<file path="src/source/sampler_pkg.sv">
`default_nettype none

package sampler_pkg;

  localparam int RESULT_W = 32;

  // Enough for exponents up to 32
  localparam int EXP_W = 6;

  typedef enum logic [0:0] {
    WINDOW_SHAPE_RECTANGULAR = 1'b0,
    WINDOW_SHAPE_LOGDROP     = 1'b1
  } window_shape_e;

  // RW register contents as seen by the sampler
  typedef struct packed {
    logic [EXP_W-1:0] window_length_exp;
    window_shape_e    window_shape;
    logic [EXP_W-1:0] sample_period_exp;
    logic [EXP_W-1:0] sample_jitter_exp;
  } sampler_cfg_t;

endpackage

`default_nettype wire

</file>
<file path="src/source/bp_pkg.sv">
`default_nettype none

package bp_pkg;

  localparam int N_REG = 12;

  // Location 0 arms a burst for the next command
  localparam logic [6:0] ADDR_BURST                 = 7'd0;

  localparam logic [6:0] ADDR_PKTFIFO_RD            = 7'd1;  // Read pops the FIFO
  localparam logic [6:0] ADDR_PKTFIFO_FLUSH         = 7'd2;  // WO
  localparam logic [6:0] ADDR_PRNG_SEED             = 7'd3;  // WO
  localparam logic [6:0] ADDR_PKTFIFO_DEPTH         = 7'd4;  // RO
  localparam logic [6:0] ADDR_MAX_WINDOW_LENGTH_EXP = 7'd5;  // RO
  localparam logic [6:0] ADDR_LOGDROP_PRECISION     = 7'd6;  // RO
  localparam logic [6:0] ADDR_MAX_SAMPLE_PERIOD_EXP = 7'd7;  // RO
  localparam logic [6:0] ADDR_MAX_SAMPLE_JITTER_EXP = 7'd8;  // RO
  localparam logic [6:0] ADDR_WINDOW_LENGTH_EXP     = 7'd9;  // RW
  localparam logic [6:0] ADDR_WINDOW_SHAPE          = 7'd10; // RW
  localparam logic [6:0] ADDR_SAMPLE_PERIOD_EXP     = 7'd11; // RW
  localparam logic [6:0] ADDR_SAMPLE_JITTER_EXP     = 7'd12; // RW

  // Highest mapped address, anything above reads as zero
  localparam logic [6:0] ADDR_REG_HI = 7'(N_REG);

  typedef struct packed {
    logic       wr;   // 1 for write, 0 for read
    logic [6:0] addr;
  } bp_cmd_t;

  // A pipe byte is either a command or a data byte
  typedef union packed {
    bp_cmd_t    cmd;
    logic [7:0] data;
  } bp_byte_u;

endpackage

`default_nettype wire
</file>
<file path="src/source/probe_sampler_top.sv">
`timescale 1ns/1ps
`default_nettype none

// Probe sampler behind a byte pipe
module probe_sampler_top
  import bp_pkg::*, sampler_pkg::*;
#(
  parameter int PKTFIFO_DEPTH         = 10,
  parameter int MAX_WINDOW_LENGTH_EXP = 32,
  parameter int LOGDROP_PRECISION     = 32,
  parameter int MAX_SAMPLE_PERIOD_EXP = 32,
  parameter int MAX_SAMPLE_JITTER_EXP = 32
) (
  input  logic       i_clk,
  input  logic       i_reset,
  input  logic       i_cg,
  input  logic       i_probe,

  input  bp_byte_u   i_bp_data,
  input  logic       i_bp_valid,
  output logic       o_bp_ready,

  output logic [7:0] o_bp_data,
  output logic       o_bp_valid,
  input  logic       i_bp_ready
);

  sampler_cfg_t        cfg;
  logic [7:0]          seed_byte;
  logic                seed_valid;
  logic [7:0]          pktfifo_data;
  logic                pktfifo_empty;
  logic                pktfifo_pop;
  logic                pktfifo_flush;
  logic                sample_valid;
  logic                sample_bit;
  logic                result_valid;
  logic [RESULT_W-1:0] result;

  bp_reg #(
    .PKTFIFO_DEPTH         (PKTFIFO_DEPTH),
    .MAX_WINDOW_LENGTH_EXP (MAX_WINDOW_LENGTH_EXP),
    .LOGDROP_PRECISION     (LOGDROP_PRECISION),
    .MAX_SAMPLE_PERIOD_EXP (MAX_SAMPLE_PERIOD_EXP),
    .MAX_SAMPLE_JITTER_EXP (MAX_SAMPLE_JITTER_EXP)
  ) u_bp_reg (
    .i_clk           (i_clk),
    .i_reset         (i_reset),
    .i_cg            (i_cg),
    .i_pktfifo_data  (pktfifo_data),
    .i_pktfifo_empty (pktfifo_empty),
    .o_pktfifo_pop   (pktfifo_pop),
    .o_pktfifo_flush (pktfifo_flush),
    .o_cfg           (cfg),
    .o_seed_byte     (seed_byte),
    .o_seed_valid    (seed_valid),
    .i_bp_data       (i_bp_data),
    .i_bp_valid      (i_bp_valid),
    .o_bp_ready      (o_bp_ready),
    .o_bp_data       (o_bp_data),
    .o_bp_valid      (o_bp_valid),
    .i_bp_ready      (i_bp_ready)
  );

  sample_strobe #(
    .MAX_SAMPLE_PERIOD_EXP (MAX_SAMPLE_PERIOD_EXP),
    .MAX_SAMPLE_JITTER_EXP (MAX_SAMPLE_JITTER_EXP)
  ) u_sample_strobe (
    .i_clk          (i_clk),
    .i_reset        (i_reset),
    .i_cfg          (cfg),
    .i_seed_byte    (seed_byte),
    .i_seed_valid   (seed_valid),
    .i_probe        (i_probe),
    .o_sample_valid (sample_valid),
    .o_sample_bit   (sample_bit)
  );

  window_accum #(
    .MAX_WINDOW_LENGTH_EXP (MAX_WINDOW_LENGTH_EXP),
    .LOGDROP_PRECISION     (LOGDROP_PRECISION)
  ) u_window_accum (
    .i_clk          (i_clk),
    .i_reset        (i_reset),
    .i_cfg          (cfg),
    .i_sample_valid (sample_valid),
    .i_sample_bit   (sample_bit),
    .o_result_valid (result_valid),
    .o_result       (result)
  );

  pkt_fifo #(
    .PKTFIFO_DEPTH (PKTFIFO_DEPTH)
  ) u_pkt_fifo (
    .i_clk   (i_clk),
    .i_reset (i_reset),
    .i_push  (result_valid),
    .i_word  (result),
    .i_pop   (pktfifo_pop),
    .i_flush (pktfifo_flush),
    .o_byte  (pktfifo_data),
    .o_empty (pktfifo_empty)
  );

endmodule

`default_nettype wire

</file>
<file path="src/source/pkt_fifo.sv">
`timescale 1ns/1ps
`default_nettype none

// Result word FIFO, drained one byte at a time
module pkt_fifo
  import sampler_pkg::*;
#(
  parameter int PKTFIFO_DEPTH = 10
) (
  input  logic                i_clk,
  input  logic                i_reset,
  input  logic                i_push,
  input  logic [RESULT_W-1:0] i_word,
  input  logic                i_pop,
  input  logic                i_flush,
  output logic [7:0]          o_byte,
  output logic                o_empty
);

  localparam int PTR_W = (PKTFIFO_DEPTH > 1) ? $clog2(PKTFIFO_DEPTH) : 1;
  localparam int CNT_W = $clog2(PKTFIFO_DEPTH + 1);

  logic [RESULT_W-1:0] mem [PKTFIFO_DEPTH];
  logic [PTR_W-1:0]    wr_ptr_q;
  logic [PTR_W-1:0]    rd_ptr_q;
  logic [CNT_W-1:0]    count_q;     // Whole packets held
  logic [1:0]          byte_idx_q;  // Byte of the head word on show
  logic                push_ok;
  logic                word_done;
  logic [RESULT_W-1:0] head_word;

  function automatic logic [PTR_W-1:0] ptr_inc(input logic [PTR_W-1:0] ptr);
    return (ptr == PTR_W'(PKTFIFO_DEPTH - 1)) ? '0 : ptr + 1'b1;
  endfunction

  assign push_ok   = i_push && !i_flush && (count_q != CNT_W'(PKTFIFO_DEPTH)); // Drop if full
  assign word_done = i_pop && (byte_idx_q == 2'd3);
  assign head_word = mem[rd_ptr_q];
  assign o_byte    = head_word[{byte_idx_q, 3'b000} +: 8];  // LSB first
  assign o_empty   = (count_q == '0);

  always_ff @(posedge i_clk) begin
    if (i_reset || i_flush) begin
      wr_ptr_q   <= '0;
      rd_ptr_q   <= '0;
      count_q    <= '0;
      byte_idx_q <= 2'd0;
    end else begin
      if (push_ok) begin
        wr_ptr_q <= ptr_inc(wr_ptr_q);
      end
      if (i_pop) begin
        byte_idx_q <= byte_idx_q + 2'd1;
      end
      if (word_done) begin
        rd_ptr_q <= ptr_inc(rd_ptr_q);
      end
      count_q <= count_q + CNT_W'(push_ok) - CNT_W'(word_done);
    end
  end

  always_ff @(posedge i_clk) begin
    if (push_ok) begin
      mem[wr_ptr_q] <= i_word;
    end
  end

  // The register side must never pop an empty FIFO
  a_no_pop_empty: assert property (@(posedge i_clk) disable iff (i_reset)
    i_pop |-> !o_empty);

endmodule

`default_nettype wire

</file>
<file path="src/source/window_accum.sv">
`timescale 1ns/1ps
`default_nettype none

// Folds probe samples into one result per window
module window_accum
  import sampler_pkg::*;
#(
  parameter int MAX_WINDOW_LENGTH_EXP = 32,
  parameter int LOGDROP_PRECISION     = 32  // Up to RESULT_W
) (
  input  logic                i_clk,
  input  logic                i_reset,
  input  sampler_cfg_t        i_cfg,
  input  logic                i_sample_valid,
  input  logic                i_sample_bit,
  output logic                o_result_valid,
  output logic [RESULT_W-1:0] o_result
);

  logic [EXP_W-1:0]    wexp;
  logic [EXP_W-1:0]    wexp_q;
  window_shape_e       shape_q;
  logic                cfg_change;
  logic [31:0]         cnt_q;      // Strobes seen in this window
  logic [31:0]         last_cnt;
  logic                win_done;
  logic [RESULT_W-1:0] acc_q;
  logic [RESULT_W-1:0] acc_next;
  logic [RESULT_W-1:0] drop_inc;

  assign wexp = (i_cfg.window_length_exp > EXP_W'(MAX_WINDOW_LENGTH_EXP)) ?
                EXP_W'(MAX_WINDOW_LENGTH_EXP) : i_cfg.window_length_exp;

  assign cfg_change = (wexp != wexp_q) || (i_cfg.window_shape != shape_q);
  assign last_cnt   = 32'((33'd1 << wexp) - 33'd1);
  assign win_done   = i_sample_valid && !cfg_change && (cnt_q == last_cnt);

  // Weight of a one in log-drop mode
  always_comb begin
    if (int'(wexp) < LOGDROP_PRECISION) begin
      drop_inc = RESULT_W'(1) << (LOGDROP_PRECISION - 1 - int'(wexp));
    end else begin
      drop_inc = RESULT_W'(1);
    end
  end

  always_comb begin
    if (shape_q == WINDOW_SHAPE_LOGDROP) begin
      acc_next = acc_q - (acc_q >> wexp) + (i_sample_bit ? drop_inc : '0);
    end else begin
      acc_next = acc_q + RESULT_W'(i_sample_bit); // Count of ones
    end
  end

  always_ff @(posedge i_clk) begin
    if (i_reset) begin
      wexp_q         <= '0;
      shape_q        <= WINDOW_SHAPE_RECTANGULAR;
      cnt_q          <= 32'd0;
      acc_q          <= '0;
      o_result_valid <= 1'b0;
    end else begin
      wexp_q         <= wexp;
      shape_q        <= i_cfg.window_shape;
      o_result_valid <= win_done;
      if (cfg_change) begin
        cnt_q <= 32'd0;
        acc_q <= '0;
      end else if (i_sample_valid) begin
        cnt_q <= win_done ? 32'd0 : cnt_q + 32'd1;
        // Log-drop keeps its state across windows
        if (win_done && (shape_q == WINDOW_SHAPE_RECTANGULAR)) begin
          acc_q <= '0;
        end else begin
          acc_q <= acc_next;
        end
      end
    end
  end

  always_ff @(posedge i_clk) begin
    if (win_done) begin
      o_result <= acc_next;
    end
  end

  a_result_after_sample: assert property (@(posedge i_clk) disable iff (i_reset)
    o_result_valid |-> $past(i_sample_valid));

endmodule

`default_nettype wire

</file>
<file path="src/source/sample_strobe.sv">
`timescale 1ns/1ps
`default_nettype none

// Jittered sample timer and probe capture
module sample_strobe
  import sampler_pkg::*;
#(
  parameter int MAX_SAMPLE_PERIOD_EXP = 32,
  parameter int MAX_SAMPLE_JITTER_EXP = 32
) (
  input  logic         i_clk,
  input  logic         i_reset,
  input  sampler_cfg_t i_cfg,
  input  logic [7:0]   i_seed_byte,
  input  logic         i_seed_valid,
  input  logic         i_probe,
  output logic         o_sample_valid,
  output logic         o_sample_bit
);

  localparam logic [31:0] LFSR_INIT = 32'h0000_0001;

  sampler_cfg_t     cfg_q;
  logic [31:0]      lfsr_q;
  logic [31:0]      lfsr_shift;
  logic [31:0]      lfsr_seeded;
  logic             lfsr_fb;
  logic [32:0]      cnt_q;        // Cycles left until next strobe
  logic [EXP_W-1:0] period_exp;
  logic [EXP_W-1:0] jitter_exp;
  logic [32:0]      period;
  logic [32:0]      jitter;
  logic             cfg_change;
  logic             strobe;
  logic             probe_meta_q;
  logic             probe_sync_q;

  // Saturate at the supported maximum
  assign period_exp = (i_cfg.sample_period_exp > EXP_W'(MAX_SAMPLE_PERIOD_EXP)) ?
                      EXP_W'(MAX_SAMPLE_PERIOD_EXP) : i_cfg.sample_period_exp;
  assign jitter_exp = (i_cfg.sample_jitter_exp > EXP_W'(MAX_SAMPLE_JITTER_EXP)) ?
                      EXP_W'(MAX_SAMPLE_JITTER_EXP) : i_cfg.sample_jitter_exp;

  assign period     = 33'd1 << period_exp;
  assign jitter     = {1'b0, lfsr_q} & ((33'd1 << jitter_exp) - 33'd1);
  assign cfg_change = (i_cfg != cfg_q);
  assign strobe     = (cnt_q == 33'd0) && !cfg_change;

  // Taps 32,22,2,1
  assign lfsr_fb     = lfsr_q[31] ^ lfsr_q[21] ^ lfsr_q[1] ^ lfsr_q[0];
  assign lfsr_shift  = {lfsr_q[23:0], i_seed_byte};
  assign lfsr_seeded = (lfsr_shift == 32'd0) ? LFSR_INIT : lfsr_shift; // Zero would lock up

  always_ff @(posedge i_clk) begin
    if (i_reset) begin
      cfg_q          <= '0;
      cnt_q          <= 33'd0;
      lfsr_q         <= LFSR_INIT;
      o_sample_valid <= 1'b0;
    end else begin
      cfg_q          <= i_cfg;
      o_sample_valid <= strobe;
      if (cfg_change) begin
        cnt_q <= period - 33'd1;            // Restart without jitter
      end else if (strobe) begin
        cnt_q <= period + jitter - 33'd1;
      end else begin
        cnt_q <= cnt_q - 33'd1;
      end
      if (i_seed_valid) begin
        lfsr_q <= lfsr_seeded;
      end else if (strobe) begin
        lfsr_q <= {lfsr_q[30:0], lfsr_fb};
      end
    end
  end

  // Two-flop synchronizer ahead of capture
  always_ff @(posedge i_clk) begin
    probe_meta_q <= i_probe;
    probe_sync_q <= probe_meta_q;
    if (strobe) begin
      o_sample_bit <= probe_sync_q;
    end
  end

  a_lfsr_nonzero: assert property (@(posedge i_clk) disable iff (i_reset)
    lfsr_q != 32'd0);

endmodule

`default_nettype wire

</file>
<file path="src/source/bp_reg.sv">
`timescale 1ns/1ps
`default_nettype none

// Byte-pipe command decoder and register map
module bp_reg
  import bp_pkg::*, sampler_pkg::*;
#(
  parameter int PKTFIFO_DEPTH         = 10, // Packets
  parameter int MAX_WINDOW_LENGTH_EXP = 32,
  parameter int LOGDROP_PRECISION     = 32,
  parameter int MAX_SAMPLE_PERIOD_EXP = 32,
  parameter int MAX_SAMPLE_JITTER_EXP = 32
) (
  input  logic         i_clk,
  input  logic         i_reset,
  input  logic         i_cg,            // Enable level

  input  logic [7:0]   i_pktfifo_data,
  input  logic         i_pktfifo_empty,
  output logic         o_pktfifo_pop,
  output logic         o_pktfifo_flush,

  output sampler_cfg_t o_cfg,

  output logic [7:0]   o_seed_byte,
  output logic         o_seed_valid,

  input  bp_byte_u     i_bp_data,
  input  logic         i_bp_valid,
  output logic         o_bp_ready,

  output logic [7:0]   o_bp_data,
  output logic         o_bp_valid,
  input  logic         i_bp_ready
);

  logic         wr_q;         // Waiting for a data byte
  logic         pend_q;       // Read answer not yet loaded
  logic [6:0]   addr_q;
  logic [7:0]   burst_q;      // Repeats left
  logic         out_valid_q;
  logic [7:0]   out_data_q;
  sampler_cfg_t cfg_q;
  logic [7:0]   rd_data;

  logic in_accepted;
  logic out_accepted;
  logic txn_begin;
  logic in_burst;
  logic last_rep;
  logic fifo_addr;
  logic fifo_stall;
  logic load_rd;
  logic load_wr;

  assign in_accepted  = i_bp_valid && o_bp_ready;
  assign out_accepted = o_bp_valid && i_bp_ready;
  assign txn_begin    = in_accepted && !wr_q;
  assign in_burst     = (burst_q != 8'd0) && (addr_q != ADDR_BURST);
  assign last_rep     = !in_burst || (burst_q == 8'd1);
  assign fifo_addr    = (addr_q == ADDR_PKTFIFO_RD);
  assign fifo_stall   = fifo_addr && i_pktfifo_empty; // Nothing to answer with yet

  // Read answer waits for a free output slot
  assign load_rd = i_cg && pend_q && !fifo_stall && (!out_valid_q || i_bp_ready);
  // Write answer carries the value before the write
  assign load_wr = in_accepted && wr_q;

  // Sink back-pressure reaches the source directly
  assign o_bp_ready = i_cg && i_bp_ready && !pend_q;
  assign o_bp_valid = i_cg && out_valid_q;
  assign o_bp_data  = out_data_q;

  always_ff @(posedge i_clk) begin
    if (i_reset) begin
      wr_q        <= 1'b0;
      pend_q      <= 1'b0;
      burst_q     <= 8'd0;
      out_valid_q <= 1'b0;
    end else if (i_cg) begin
      if (txn_begin) begin
        wr_q   <= i_bp_data.cmd.wr;
        pend_q <= !i_bp_data.cmd.wr;
      end else begin
        if (load_wr && last_rep) begin
          wr_q <= 1'b0;
        end
        if (load_rd && last_rep) begin
          pend_q <= 1'b0;
        end
      end

      if (load_wr && (addr_q == ADDR_BURST)) begin
        burst_q <= i_bp_data.data;
      end else if ((load_wr || load_rd) && in_burst) begin
        burst_q <= burst_q - 8'd1;
      end

      if (load_wr || load_rd) begin
        out_valid_q <= 1'b1;
      end else if (out_accepted) begin
        out_valid_q <= 1'b0;
      end
    end
  end

  always_ff @(posedge i_clk) begin
    if (txn_begin) begin
      addr_q <= i_bp_data.cmd.addr;
    end
    if (load_wr || load_rd) begin
      out_data_q <= rd_data;
    end
  end

  always_ff @(posedge i_clk) begin
    if (i_reset) begin
      cfg_q <= '0;
    end else if (load_wr) begin
      case (addr_q)
        ADDR_WINDOW_LENGTH_EXP: cfg_q.window_length_exp <= i_bp_data.data[EXP_W-1:0];
        ADDR_WINDOW_SHAPE:      cfg_q.window_shape      <= window_shape_e'(i_bp_data.data[0]);
        ADDR_SAMPLE_PERIOD_EXP: cfg_q.sample_period_exp <= i_bp_data.data[EXP_W-1:0];
        ADDR_SAMPLE_JITTER_EXP: cfg_q.sample_jitter_exp <= i_bp_data.data[EXP_W-1:0];
        default: ;
      endcase
    end
  end

  assign o_cfg = cfg_q;

  always_comb begin
    rd_data = 8'd0;
    if (addr_q <= ADDR_REG_HI) begin
      case (addr_q)
        ADDR_BURST:                 rd_data = burst_q;
        ADDR_PKTFIFO_RD:            rd_data = i_pktfifo_data;
        ADDR_PKTFIFO_DEPTH:         rd_data = 8'(PKTFIFO_DEPTH);
        ADDR_MAX_WINDOW_LENGTH_EXP: rd_data = 8'(MAX_WINDOW_LENGTH_EXP);
        ADDR_LOGDROP_PRECISION:     rd_data = 8'(LOGDROP_PRECISION);
        ADDR_MAX_SAMPLE_PERIOD_EXP: rd_data = 8'(MAX_SAMPLE_PERIOD_EXP);
        ADDR_MAX_SAMPLE_JITTER_EXP: rd_data = 8'(MAX_SAMPLE_JITTER_EXP);
        ADDR_WINDOW_LENGTH_EXP:     rd_data = 8'(cfg_q.window_length_exp);
        ADDR_WINDOW_SHAPE:          rd_data = 8'(cfg_q.window_shape);
        ADDR_SAMPLE_PERIOD_EXP:     rd_data = 8'(cfg_q.sample_period_exp);
        ADDR_SAMPLE_JITTER_EXP:     rd_data = 8'(cfg_q.sample_jitter_exp);
        default:                    rd_data = 8'd0; // WO locations
      endcase
    end
  end

  assign o_pktfifo_pop   = load_rd && fifo_addr;
  assign o_pktfifo_flush = load_wr && (addr_q == ADDR_PKTFIFO_FLUSH);
  assign o_seed_byte     = i_bp_data.data;
  assign o_seed_valid    = load_wr && (addr_q == ADDR_PRNG_SEED);

  // A FIFO read answer only shows up once the FIFO had a byte
  a_fifo_rd_not_empty: assert property (@(posedge i_clk) disable iff (i_reset)
    $rose(out_valid_q) && fifo_addr && !$past(wr_q) |-> !$past(i_pktfifo_empty));

  a_flush_pop_excl: assert property (@(posedge i_clk) disable iff (i_reset)
    !(o_pktfifo_flush && o_pktfifo_pop));

endmodule

`default_nettype wire

</file>
<file path="config.mk">
export PLATFORM = sky130hd
export DESIGN_NAME = probe_sampler_top
export DESIGN_NICKNAME = d
export VERILOG_FILES = /design/src/source/sampler_pkg.sv /design/src/source/bp_pkg.sv /design/src/source/probe_sampler_top.sv /design/src/source/pkt_fifo.sv /design/src/source/window_accum.sv /design/src/source/sample_strobe.sv /design/src/source/bp_reg.sv
export SDC_FILE = /design/constraint.sdc
export NUM_CORES = 1
export LEC_CHECK = 0
export ABC_AREA = 1
export ABC_CLOCK_PERIOD_IN_PS = 10400
export BUFFER_PORTS_ARGS = -buffer_cell sky130_fd_sc_hd__buf_2
export CORE_MARGIN = 2
export CORE_UTILIZATION = 60
export CTS_BUF_LIST = sky130_fd_sc_hd__clkbuf_16
export DETAILED_ROUTE_END_ITERATION = 12
export PLACE_DENSITY = 0.84
export SLEW_MARGIN = 20
export SYNTH_ARGS = -nofsm -noshare
export SYNTH_HDL_FRONTEND = slang
export SYNTH_SLANG_ARGS = --single-unit
</file>
<file path="constraint.sdc">
create_clock -name i_clk -period 10.4 [get_ports i_clk]
set_clock_uncertainty 0.1 [all_clocks]
set_input_delay 3.12 -clock i_clk [delete_from_list [all_inputs] [get_ports i_clk]]
set_output_delay 3.12 -clock i_clk [all_outputs]
set_load 0.005 [all_outputs]
</file>
==> qor.csv <==
metric,value,unit
"EDFF count, synth",368,
met3 Track Usage GR,0.0506,
first-pass GRT wire length,159000,um
synthesized cell area,34800,um^2
Die Ht,245,um
synth top area cells,"edfxtp_1 (32%), dfxtp_1 (12%), nand2_1 (8.7%), o21ai_0 (6.4%), nor2_1 (6.3%)",
largest net degree at the start of global routing,103,
post-CTS setup buffers,0,
worst path bufs/invs,2,
Initial Util,0.605,
antenna violations before repair,6,
die width,245,um
Clock Path Buffers,3,
f_max,141,MHz
"final std cell area, no fill",37500,um^2
maximum vdd drop,0.000155,V
Place WS,3.33,ns
final-report max-slew violation count,0,
GRT met2 Usage,0.529,
min-delay worst type,flip-flop to flip-flop,
number of I/O port buffers,23,
Clock Tree Root,clkbuf_16,
Setup TNS,0,ns
"commonest non-fill, non-tap cell in the layout",nand2_1,
Site Rows,88,
max cap viols,0,
Final WS setup,3.33,ns
Yosys top cell area share,0.317,
CTS buffer count,57,
Avg WL per Cell,20.2,um
vias per inst,6.08,
Overall Global Routing Usage,0.339,
M1 GR Usage,0.477,
CP endpoint kind,primary output,
CP startpoint kind,input port,
RSZ-0062 raised after global routing,false,
Synth Area per Inst,7.87,um^2
Final Critical Period,7.07,ns
sequential share of the synthesized area,0.436,
DRT iter0 DRCs,3912,
"antenna viol nets, final",0,
Final Cycle Share,0.680,
Relative slew margins,0.289,
CP required,7.18,ns
crit-path max cell delay,0.34,ns
PostCTS Resize Cnt,0,
Worst-Skew Late Latency,0.68,ns
placed cell areas,35400,um^2
status,"finished, final reports clean",
routability congestion estimate,1.02,
Top Ports,24,
busiest grt layer,met2,
# DRC,0,
hold_buf cts,0,
vias in the first global route,28700,
Ys Warns,0,
Slowest cell on crit path,nor2_1,
final hold vios,0,
Least-Margin Pin Slew,1.07,ns
"area leader, netlist",edfxtp_1,
Critical Path AT,3.85,ns
final total power,0.00572,W
Worst-path clk slew,0.06,ns
Post-Synthesis Net Count,4585,
Crit Path Max Fanout,4,
GRT Residual Overflow,0,
core area,57600,um^2
fin nets,4515,
kind of cell adding the most delay to the critical path,simple AND/OR/NAND/NOR gates,
share of post-route cells with drive strength above 1,0.0543,
Die ar.,60000,um^2
DRT Wirelength,105000,um
DRT Pass-1 Iters,9,
PwrDens,152,nW/um^2
synthesized instance count,4426,
CTS H-tree depth,2,
CTS tree,yes,
cell mode on critical path,buf_2,
crit path cell chain,"buf_2, nand2_1, nor2_1, buf_2",
CP Class,input port to primary output,
via count,31400,
Area growth syn-to-layout,7.81,%
"FFs w/ async S/R, synth",0,
"Distinct cells, synth",64,
post-synthesis register bit count,574,
# fillers,4747,
final setup fails,0,
CTS Sinks,574,
hpwl dp,73200,um
Leak,15.5,nW
main flop type after synthesis,edfxtp_1,
most frequent cells in the layout,"nand2_1 (803), nor2_1 (579), inv_1 (566), o21ai_0 (444), edfxtp_1 (368)",
## power breakdown
part	leakage [nW]	switching (W)	internal [W]	total [W]
clock	1.02	0.000963	0.00132	0.00228
combinational	9.47	0.000527	0.000252	0.000779
sequential	4.97	0.000116	0.00254	0.00266
## cell families after synthesis
| group | share of synthesized area |
|---|---|
| and+or+nand+nor | 0.223 |
| muxes | 0.00144 |
| xor gates and xnor gates | 0.0385 |
| adders and majority gates | 0.0592 |
| buffers and inverters | 0.0853 |
| AOI/OAI and AO/OA | 0.157 |
| DFF | 0.436 |
## layer usage
metal	routed length, um	vias up
met4	4200	6
met3	11800	300
met2	46000	1797
met5	38	-
met1	42600	14500
li1	-	14800
## cells in the mapped netlist (all sizes together) (82+ instances only)
master	count
ha	112
xor2	103
nor3	92
inv	573
nand3	170
nand4	82
a21oi	245
nor2	611
nand2	812
dfxtp	206
o21ai	447
clkbuf	146
edfxtp	368
## per-stage QoR
stage | util | instances | hold WS [ns]
CTS | 0.652 | 5170 | 0.229
finish | 0.652 | 5172 | 0.231
detailed placement | 0.615 | 5062 | 0.221
global placement | 0.615 | 5062 | 0.211
floorplan | - | 4426 | 0.210
global route | 0.652 | 5172 | 0.242
## layout make-up
type,count,area (um^2),share of cell area
Antenna cell,2,5.00,0.000133
Clock buffer,57,1430,0.0380
Clock inverter,51,669,0.0178
Inverter,578,2170,0.0579
Multi-Input combinational cell,3088,16800,0.446
Sequential cell,574,15200,0.404
Tap cell,765,957,0.0255
Timing Repair Buffer,57,370,0.00986
## path summary, 6_finish.rpt
path,start,endpoint,slack (ns),depth (start not counted)
worst max-delay path,i_cg,o_bp_ready,3.33,4
worst min-delay path,u_sample_strobe.probe_meta_q$_DFF_P_,u_sample_strobe.probe_sync_q$_DFF_P_,0.23,0
worst max register to register,u_bp_reg.o_cfg[16]$_SDFFE_PP0P_,u_window_accum.acc_q[19]$_SDFFE_PP0P_,3.91,31
worst min register to register,u_sample_strobe.probe_meta_q$_DFF_P_,u_sample_strobe.probe_sync_q$_DFF_P_,0.23,0
## registers in the layout, summed over array words and instances, names as in the netlist, 7 cells and up, named ones only
name                     count
u_bp_reg.o_bp_data           8
u_pkt_fifo.mem             320
u_bp_reg.addr_q              7
u_sample_strobe.cnt_q       33
u_sample_strobe.cfg_q       19
u_window_accum.acc_q        32
u_window_accum.o_result     32
u_bp_reg.burst_q             8
u_bp_reg.o_cfg              19
u_sample_strobe.lfsr_q      32
u_window_accum.cnt_q        32
(Power assumes the default switching activity.)
